--- config.mk ---
export PLATFORM = sky130hd
export DESIGN_NAME = mesh_router
export DESIGN_NICKNAME = d
export VERILOG_FILES = /design/src/mesh_pkg.sv /design/src/mesh_req_if.sv /design/src/mesh_router.sv /design/src/mesh_switch.sv /design/src/mesh_switch_allocator.sv /design/src/mesh_input_unit.sv
export SDC_FILE = /design/constraint.sdc
export NUM_CORES = 1
export LEC_CHECK = 0
export BUFFER_PORTS_ARGS = -buffer_cell sky130_fd_sc_hd__buf_2
export CAP_MARGIN = 25
export CORE_MARGIN = 2
export CORE_UTILIZATION = 55
export CTS_CLUSTER_DIAMETER = 30
export DETAILED_ROUTE_END_ITERATION = 10
export GPL_TIMING_DRIVEN = 1
export HOLD_SLACK_MARGIN = 0.05
export PLACE_DENSITY = 0.76
export SYNTH_ARGS = -nofsm -noshare
export SYNTH_HDL_FRONTEND = slang
export SYNTH_SLANG_ARGS = --single-unit
export TNS_END_PERCENT = 100
--- constraint.sdc ---
create_clock -name clk -period 5.1 [get_ports clk]
set_input_delay 0.51 -clock clk [delete_from_list [all_inputs] [get_ports clk]]
set_output_delay 0.51 -clock clk [all_outputs]
set_load 0.05 [all_outputs]
--- src/mesh_pkg.sv ---
// ----------------------------------------------------------
// Mesh router shared definitions
// Flit field layout, port numbering, coordinate and FIFO sizes
// ----------------------------------------------------------

package mesh_pkg;

  // ----------------------------------------------------------
  // Ports
  // ----------------------------------------------------------
  localparam int n_ports    = 5;

  // Port indices, also the bit positions in req_port
  localparam int port_local = 0;
  localparam int port_north = 1;
  localparam int port_east  = 2;
  localparam int port_south = 3;
  localparam int port_west  = 4;

  // ----------------------------------------------------------
  // Flit layout
  // ----------------------------------------------------------
  // One mesh coordinate, up to 8x8 routers
  localparam int coord_w     = 3;
  localparam int payload_w   = 16;

  // Dest X in the top bits, then dest Y, then payload
  localparam int flit_w      = 2 * coord_w + payload_w;
  localparam int payload_lsb = 0;
  localparam int dest_y_lsb  = payload_lsb + payload_w;
  localparam int dest_x_lsb  = dest_y_lsb + coord_w;

  // ----------------------------------------------------------
  // Buffering
  // ----------------------------------------------------------
  // Flits held per input port
  localparam int fifo_depth  = 4;

endpackage
--- src/mesh_req_if.sv ---
// ----------------------------------------------------------
// Mesh router request bus
// Head flit, its requested output and the pop grant
// ----------------------------------------------------------

interface mesh_req_if import mesh_pkg::*; ();

  // Head flit present, held until grant
  logic               valid;
  // One-hot output request, bit o names output o
  logic [n_ports-1:0] req_port;
  // Head flit itself
  logic [flit_w-1:0]  flit;
  // Single-cycle pop pulse
  logic               grant;

  // Input unit side
  modport unit (output valid, output req_port, output flit, input grant);

  // Allocator and crossbar side
  modport alloc (input valid, input req_port, input flit, output grant);

endinterface

--- src/mesh_router.sv ---
// ----------------------------------------------------------
// Mesh router top level
// Five input units, switch allocator, crossbar and
// registered outputs for one node of a 2D mesh
// ----------------------------------------------------------

module mesh_router import mesh_pkg::*; #(
  parameter int x_pos = 0,
  parameter int y_pos = 0
) (
  input  logic               clk,
  input  logic               rst_n,
  input  logic [n_ports-1:0] in_valid,
  input  logic [flit_w-1:0]  in_flit   [0:n_ports-1],
  output logic [n_ports-1:0] in_full,
  output logic [n_ports-1:0] out_valid,
  output logic [flit_w-1:0]  out_flit  [0:n_ports-1]
);

  // One request bus per input port
  mesh_req_if req_bus [0:n_ports-1] ();

  logic [flit_w-1:0]  head_flit [0:n_ports-1];
  logic [flit_w-1:0]  xbar_flit [0:n_ports-1];
  logic [n_ports-1:0] sel       [0:n_ports-1];

  // ----------------------------------------------------------
  // Input units
  // ----------------------------------------------------------
  for (genvar p = 0; p < n_ports; p++) begin : g_input
    mesh_input_unit #(
      .x_pos (x_pos),
      .y_pos (y_pos)
    ) u_input (
      .clk      (clk),
      .rst_n    (rst_n),
      .in_valid (in_valid[p]),
      .in_flit  (in_flit[p]),
      .in_full  (in_full[p]),
      .req      (req_bus[p])
    );

    // Head flits into the crossbar
    assign head_flit[p] = req_bus[p].flit;
  end

  // ----------------------------------------------------------
  // Allocation and switching
  // ----------------------------------------------------------
  mesh_switch_allocator u_alloc (
    .clk   (clk),
    .rst_n (rst_n),
    .req   (req_bus),
    .sel   (sel)
  );

  mesh_switch u_xbar (
    .sel      (sel),
    .in_data  (head_flit),
    .out_data (xbar_flit)
  );

  // ----------------------------------------------------------
  // Output registers
  // ----------------------------------------------------------
  // Any select bit means a flit crosses this cycle
  always_ff @(posedge clk) begin
    for (int o = 0; o < n_ports; o++) begin
      if (!rst_n) begin
        out_valid[o] <= 1'b0;
      end else begin
        out_valid[o] <= |sel[o];
      end
    end
  end

  // Flit data, qualified by out_valid
  always_ff @(posedge clk) begin
    for (int o = 0; o < n_ports; o++) begin
      out_flit[o] <= xbar_flit[o];
    end
  end

endmodule

--- src/mesh_switch.sv ---
// ----------------------------------------------------------
// Mesh router crossbar
// 5x5 flit switch, each output picked by a one-hot select
// ----------------------------------------------------------

module mesh_switch import mesh_pkg::*; (
  input  logic [n_ports-1:0] sel      [0:n_ports-1],
  input  logic [flit_w-1:0]  in_data  [0:n_ports-1],
  output logic [flit_w-1:0]  out_data [0:n_ports-1]
);

  // ----------------------------------------------------------
  // One-hot mux per output
  // ----------------------------------------------------------
  // Bit n_ports-1-j selects input j
  // No select or a bad select gives a zero flit
  always_comb begin
    for (int o = 0; o < n_ports; o++) begin
      out_data[o] = '0;
      for (int j = 0; j < n_ports; j++) begin
        if (sel[o] == n_ports'(1 << (n_ports - 1 - j))) begin
          out_data[o] = in_data[j];
        end
      end
    end
  end

endmodule

--- src/mesh_switch_allocator.sv ---
// ----------------------------------------------------------
// Mesh router switch allocator
// Round-robin arbiter per output, one-hot crossbar selects
// ----------------------------------------------------------

module mesh_switch_allocator import mesh_pkg::*; (
  input  logic               clk,
  input  logic               rst_n,
  mesh_req_if.alloc          req [0:n_ports-1],
  output logic [n_ports-1:0] sel [0:n_ports-1]
);

  logic [n_ports-1:0]           valid_vec;
  logic [n_ports-1:0]           port_vec  [0:n_ports-1];
  logic [n_ports-1:0]           grant_vec;
  // Requests seen by each output, bit j is input j
  logic [n_ports-1:0]           out_req   [0:n_ports-1];
  logic [$clog2(n_ports)-1:0]   last_q    [0:n_ports-1];
  logic [$clog2(n_ports)-1:0]   win_idx   [0:n_ports-1];
  logic [n_ports-1:0]           win_valid;

  // ----------------------------------------------------------
  // Flatten the request buses
  // ----------------------------------------------------------
  for (genvar i = 0; i < n_ports; i++) begin : g_unpack
    assign valid_vec[i]  = req[i].valid;
    assign port_vec[i]   = req[i].req_port;
    assign req[i].grant  = grant_vec[i];
  end

  // Transpose input requests into per-output request masks
  always_comb begin
    for (int o = 0; o < n_ports; o++) begin
      for (int j = 0; j < n_ports; j++) begin
        out_req[o][j] = valid_vec[j] & port_vec[j][o];
      end
    end
  end

  // ----------------------------------------------------------
  // Round-robin search
  // ----------------------------------------------------------
  // Inputs above the last winner first, then wrap around
  always_comb begin
    grant_vec = '0;
    for (int o = 0; o < n_ports; o++) begin
      win_valid[o] = 1'b0;
      win_idx[o]   = '0;
      sel[o]       = '0;
      for (int j = 0; j < n_ports; j++) begin
        if (!win_valid[o] && j > last_q[o] && out_req[o][j]) begin
          win_valid[o] = 1'b1;
          win_idx[o]   = ($clog2(n_ports))'(j);
        end
      end
      for (int j = 0; j < n_ports; j++) begin
        if (!win_valid[o] && j <= last_q[o] && out_req[o][j]) begin
          win_valid[o] = 1'b1;
          win_idx[o]   = ($clog2(n_ports))'(j);
        end
      end
      // Reference bit order, bit n_ports-1-j picks input j
      if (win_valid[o]) begin
        sel[o][n_ports-1-win_idx[o]] = 1'b1;
        grant_vec[win_idx[o]]        = 1'b1;
      end
    end
  end

  // Last winner per output
  // Reset to the top index so input 0 goes first
  always_ff @(posedge clk) begin
    for (int o = 0; o < n_ports; o++) begin
      if (!rst_n) begin
        last_q[o] <= ($clog2(n_ports))'(n_ports - 1);
      end else if (win_valid[o]) begin
        last_q[o] <= win_idx[o];
      end
    end
  end

endmodule

--- src/mesh_input_unit.sv ---
// ----------------------------------------------------------
// Mesh router input unit
// Flit FIFO with XY route computation on the head flit
// ----------------------------------------------------------

module mesh_input_unit import mesh_pkg::*; #(
  parameter int x_pos = 0,
  parameter int y_pos = 0
) (
  input  logic              clk,
  input  logic              rst_n,
  input  logic              in_valid,
  input  logic [flit_w-1:0] in_flit,
  output logic              in_full,
  mesh_req_if.unit          req
);

  // ----------------------------------------------------------
  // FIFO storage and pointers
  // ----------------------------------------------------------
  logic [flit_w-1:0]                  mem [0:fifo_depth-1];
  logic [$clog2(fifo_depth)-1:0]      wr_ptr;
  logic [$clog2(fifo_depth)-1:0]      rd_ptr;
  // Flits stored, drives in_full
  logic [$clog2(fifo_depth+1)-1:0]    count;
  // Flits visible at the head, trails count by one cycle
  logic [$clog2(fifo_depth+1)-1:0]    avail;
  logic                               push;
  logic                               push_q;
  logic                               pop;

  // Strobe while full is dropped
  assign push    = in_valid & ~in_full;
  assign pop     = req.grant;
  assign in_full = (count == fifo_depth);

  // Payload storage, no reset
  always_ff @(posedge clk) begin
    if (push) begin
      mem[wr_ptr] <= in_flit;
    end
  end

  // Control state
  always_ff @(posedge clk) begin
    if (!rst_n) begin
      wr_ptr <= '0;
      rd_ptr <= '0;
      count  <= '0;
      avail  <= '0;
      push_q <= 1'b0;
    end else begin
      push_q <= push;
      if (push) begin
        wr_ptr <= (wr_ptr == fifo_depth - 1) ? '0 : wr_ptr + 1'b1;
      end
      if (pop) begin
        rd_ptr <= (rd_ptr == fifo_depth - 1) ? '0 : rd_ptr + 1'b1;
      end
      // Total occupancy
      case ({push, pop})
        2'b10:   count <= count + 1'b1;
        2'b01:   count <= count - 1'b1;
        default: count <= count;
      endcase
      // Head visibility, written flit shows one cycle late
      case ({push_q, pop})
        2'b10:   avail <= avail + 1'b1;
        2'b01:   avail <= avail - 1'b1;
        default: avail <= avail;
      endcase
    end
  end

  // ----------------------------------------------------------
  // XY routing on the head flit
  // ----------------------------------------------------------
  logic [coord_w-1:0] dest_x;
  logic [coord_w-1:0] dest_y;

  assign req.valid = (avail != '0);
  assign req.flit  = mem[rd_ptr];
  assign dest_x    = req.flit[dest_x_lsb +: coord_w];
  assign dest_y    = req.flit[dest_y_lsb +: coord_w];

  // X first, larger X is east, larger Y is north
  always_comb begin
    req.req_port = '0;
    if (dest_x > coord_w'(x_pos)) begin
      req.req_port[port_east] = 1'b1;
    end else if (dest_x < coord_w'(x_pos)) begin
      req.req_port[port_west] = 1'b1;
    end else if (dest_y > coord_w'(y_pos)) begin
      req.req_port[port_north] = 1'b1;
    end else if (dest_y < coord_w'(y_pos)) begin
      req.req_port[port_south] = 1'b1;
    end else begin
      req.req_port[port_local] = 1'b1;
    end
  end

endmodule

# Yosys cells after proc, flatten, opt, wreduce, memory -nomap -nowiden
# Memory sizes are Yosys's and may differ from the RTL's. A register that Yosys moved wholly into a read port is not among the register bits.
# Cells that the tools add are included.
# classes
reduce_logical	150
order_cmp	80
mux	261
bitwise	44
n_eq_ne	60
n_addsub	35
# ops
op	count
22-bit 2-to-1 mux	25
32-bit by 1-bit greater-or-equal comparator with 1-bit output (second input constant)	5
32-bit by 4-bit < comparator with 1-bit output (second input constant)	5
1-bit 2-to-1 mux	126
3-bit 2-to-1 mux	37
1-bit logical AND	90
2-bit 2-to-1 mux	43
3-bit case mux with 2 select lines	10
5-bit 2-to-1 mux	10
2-bit == test (second input constant)	20
1-bit logical NOT	40
3-bit by 1-bit adder with 3-bit output (second input constant)	10
1-bit bitwise AND	30
1-bit demux with 3-bit select	10
2-bit by 3-bit > comparator with 1-bit output (first input constant)	10
3-bit by 1-bit > comparator with 1-bit output (second input constant)	10
2-bit by 3-bit <= comparator with 1-bit output (first input constant)	10
3-bit by 1-bit < comparator with 1-bit output (second input constant)	10
3-bit by 1-bit subtractor with 3-bit output (second input constant)	10
5-bit by 1-bit == test with 1-bit output (second input constant)	5
5-bit by 2-bit == test with 1-bit output (second input constant)	5
5-bit by 3-bit == test with 1-bit output (second input constant)	5
5-bit by 4-bit == test with 1-bit output (second input constant)	5
5-bit == test (second input constant)	5
16 further kinds	94
# totals
ff_bits	170
mem_bits_rw	455
n_memories	6
elab_cells	667
out_inout_bits	120
input_bits	117
# mem_list
memory	words	word_bits	rd	rd_clocked_by_memory_dff	wr	line	source
g_input[0].u_input.mem	4	22	1	1	1	mesh_input_unit.sv:21	logic [flit_w-1:0] mem [0:fifo_depth-1];
g_input[1].u_input.mem	4	22	1	1	1	mesh_input_unit.sv:21	
g_input[2].u_input.mem	4	22	1	1	1	mesh_input_unit.sv:21	
g_input[3].u_input.mem	4	22	1	1	1	mesh_input_unit.sv:21	
g_input[4].u_input.mem	4	22	1	1	1	mesh_input_unit.sv:21	
u_alloc.last_q	5	3	5	0	5	mesh_switch_allocator.sv:18	logic [$clog2(n_ports)-1:0] last_q [0:n_ports-1];

# Logic depth before layout (Yosys ltp)
# depth
depth_word	54
ltp_mapped	18
ltp_nobuf	14

# Modules after synthesis
# From an unflattened synthesis, not the netlist that was laid out.
# hier_totals
hier_cells	2412
area_unflattened_um2	30105.1
# modules_own_cells
mod	instances	area_per_inst_um2	cells_each	seq_area_each_um2
mesh_input_unit	5	3848.7	186	2902.8
mesh_switch	1	6389.9	1080	0.0
mesh_router	1	2377.3	125	2302.2
mesh_switch_allocator	1	2094.5	277	450.4

# Least setup slack after synthesis
# OpenSTA, ideal clock, no wires.
# synth_timing
kind	register to register
startpoint	register with a tool-made name
endpoint	register g_input[3].u_input.count[2]
setup_ns	0.076
path_slack_ns	0.869
t_arrival_ns	4.156
period_less_slack_ns	4.231
n_path_buf	3
stages_incl_launch_ff	17
required_time_ns	5.024
path_cell_list	dfxtp_1 buf_6 mux4_2 or3_1 buf_2 or4_4 a21boi_4 and3_4 buf_6 o221a_2 inv_1 ha_1 inv_1 fa_1 xor2_1 or3_1 a21boi_0
# synth_rtl
element	line	source
to (signal assigned)	mesh_input_unit.sv:62	2'b10: count <= count + 1'b1;
to (signal assigned)	mesh_input_unit.sv:63	2'b01: count <= count - 1'b1;
to (signal assigned)	mesh_input_unit.sv:64	default: count <= count;
to (decl)	mesh_input_unit.sv:25	logic [$clog2(fifo_depth+1)-1:0] count;

==> metrics.txt <==
async set or reset register ratio after synthesis 0; Worst-Skew Late Latency 0.65 ns; Post-Synth Adder-Cell Area 0.0270; P_int 13900 uW; final-stage net count 2173; initial core utilization 0.555; Die W 218 um; post-synthesis mux area share 0.108; period utilization 0.958; Synth Area in XOR/XNOR 0.00898; CP delay by family, top simple AND/OR/NAND/NOR gates; grt peak-use layer met2; placed cells 2504; leakage 0.0113 uW; simple-gate area share of the yosys netlist 0.0853; CP max FO 7; Routability Congestion 0.933; Setup Skew 0.0315 ns; DP HPWL 46900 um; area post-placement 0.0269 sq mm; port bufs 190; initial antenna violation count 11; max incr delay on CP 0.68 ns; measured slew at the worst slew-check pin 0.851 ns; H-tree depth 3; most frequent cells in the layout 449 x edfxtp_1, 190 x buf_2, 134 x dfxtp_1, 126 x nand2_1, 110 x mux4_2; max-slew violation count 0; final WL 70200 um; most common cell after layout, fill and taps aside edfxtp_1; initial DRC count 1549; I/O Pins 237; Synth cell types 86; cell area after synthesis 0.0251 sq mm; detailed-route via count 16495; Slew HR 0.431; wire per inst 26.0 um; Cell Pwr Density 731 mW/mm^2; Post-synth EDFFs 449; critical-path cell list mux4_2 -> or4_1 -> or4_4 -> a21boi_4 -> and3_4 -> nor2_1 -> a221oi_4 -> inv_1 -> ha_1 -> inv_1 -> fa_1 -> xor2_1 -> or3_1 -> a21boi_0; clk sinks 583; main combinational cell family by area after synthesis multiplexers; Seq cells post-synth 583; worst path required time 5.63 ns; most frequent cell on the critical path inv_1; cts bufs inserted 100; Clock power frac 0.336; CTS root buf clkbuf_16; syn_area_per_cell 14.4 sq um; clock slew at reported path FFs 0.06 ns; largest net degree at the start of global routing 61; Synth Area in Compound Gates 0.0824; Area growth syn-to-layout 23.1%; Synth Flop Type edfxtp_1; TritonCTS clock tree built; clk buf depth 3; Setup Total Neg Slack 0 ns; met2 Use GR 0.487; vias in the first global route 16714; Core Box Area 0.0452 sq mm; final hold violations 0; Synth Instances 1737; fin crit period 4.89 ns; Routed Antenna Nets 0; RSZ-0062 raised after global routing false; NetSw 8670 uW; CP Data Arrival Time 5.41 ns; CP Buf/Inv Count 2; grt ovf 0; Critical Path Start Type flip-flop; GRT met3 Usage 0.0651; Finish-stage setup viols 0; CP Capture Type flip-flop; Util after Layout 0.683; height of the die 218 um; register share of total power 0.274; Max Clock Freq 0.205 GHz; Worst Path Class, Setup flip-flop to flip-flop; Rows 78; Vias/cell 6.11; layout cells sized above 1 0.272; Gate power share 0.390; Max-Cap Viols 0; first-pass GRT wire length 104000 um; Sw Share 0.384; VDD IR max 0.971 mV; Design Area, Final 0.0309 sq mm; drt pass-1 iters 6; register area share after synthesis 0.645; die area 0.0473 sq mm; Syn. warnings 0; Cell Count, Final, Fillers Out 2701; All-Layer GR Usage 0.302; status finished clean; Hold Path Class input port to flip-flop; GRT met1 Usage 0.390; Critical-path top delay cell mux4_2; Post-route DRC 0; Min Hold Slack 0.0761 ns
-- metal layers --
layer,vias up,part of all wire
met5,-,0.00057
met4,6,0.050
met3,197,0.086
met2,945,0.48
met1,8260,0.38
li1,7087,-
-- per-stage QoR --
stage               total power [uW]  setup slack (ns)
global placement               14300            0.0668
global route                   23400            0.0176
detailed placement             14600             0.110
CTS                            22300            0.0264
floorplan                      11800             0.869
finish                         22600             0.214
-- cells in the mapped netlist (5+ instances only) --
master	n	area share
nor3_1	27	0.0054
nor2_1	82	0.012
inv_1	77	0.012
nor4_1	6	0.0015
mux2i_1	22	0.0088
ha_1	38	0.019
buf_1	8	0.0012
nand2_1	126	0.019
o22ai_1	7	0.0017
a21oi_1	73	0.015
fa_1	10	0.0080
or4_1	5	0.0015
o41ai_1	9	0.0031
a211oi_1	11	0.0033
xnor2_1	12	0.0042
buf_6	8	0.0036
dfxtp_1	134	0.11
xor2_1	10	0.0035
o21ai_1	39	0.0078
and2_1	50	0.012
nand3_1	38	0.0076
or3_1	26	0.0065
buf_4	57	0.017
o21ai_0	67	0.013
mux4_2	110	0.099
a22o_1	19	0.0066
clkbuf_1	37	0.0055
and3_1	7	0.0017
buf_2	19	0.0038
edfxtp_1	449	0.54
nor2b_1	27	0.0067
a21boi_0	11	0.0033
a22oi_1	17	0.0051
-- worst paths after layout --
kind,start,endpoint,slack (ns),cells after the start
setup / recovery,flip-flop,g_input[1].u_input.avail[2],0.21,14
hold / removal,in_flit[61],g_input[2].u_input.mem[2][17],0.08,1
setup reg to reg,flip-flop,g_input[1].u_input.avail[2],0.21,14
hold reg to reg,g_input[2].u_input.rd_ptr[0],flip-flop,0.49,2
-- registers in the layout (all words and copies together) (netlist names), named ones only --
name / count
g_input.u_input.mem: 440
u_alloc.last_q: 9
out_valid: 3
g_input.u_input.wr_ptr: 10
out_flit: 66
g_input.u_input.count: 15
g_input.u_input.avail: 15
g_input.u_input.rd_ptr: 10
g_input.u_input.push_q: 5
-- cell type report --
cell class	instances	area, sq um
multi-input cells	989	8010
clock inverters	77	1220
fillers	2909	14300
clock buffers	111	2640
flip-flops and latches	583	16200
well taps	600	751
inverters	80	300
diodes	7	17.5
repair buffers	254	1760
-- what timing repair did --
action,in CTS,in global routing
endpoints found under the setup margin,0,16
gates resized for setup,0,7
setup buffers,0,0
hold buffers,1,0
endpoints found under the hold margin,4,0
-- cell families after synthesis --
family	after synthesis
xor+xnor	24
compound gates	315
other cells	1
simple gates	424
mux	132
fa+ha+maj	48
buf+inv	210
flops	583
-- power by group through the flow --
| stage | clock (uW) | combinational, uW | sequential, uW |
|---|---|---|---|
| floorplan | 0 | 5270 | 6530 |
| global placement | 0 | 8100 | 6210 |
| detailed placement | 0 | 8410 | 6230 |
| CTS | 7630 | 8540 | 6170 |
| global route | 7850 | 9310 | 6220 |
| finish | 7570 | 8810 | 6180 |
Note: power is estimated with default switching activity, not from simulation.
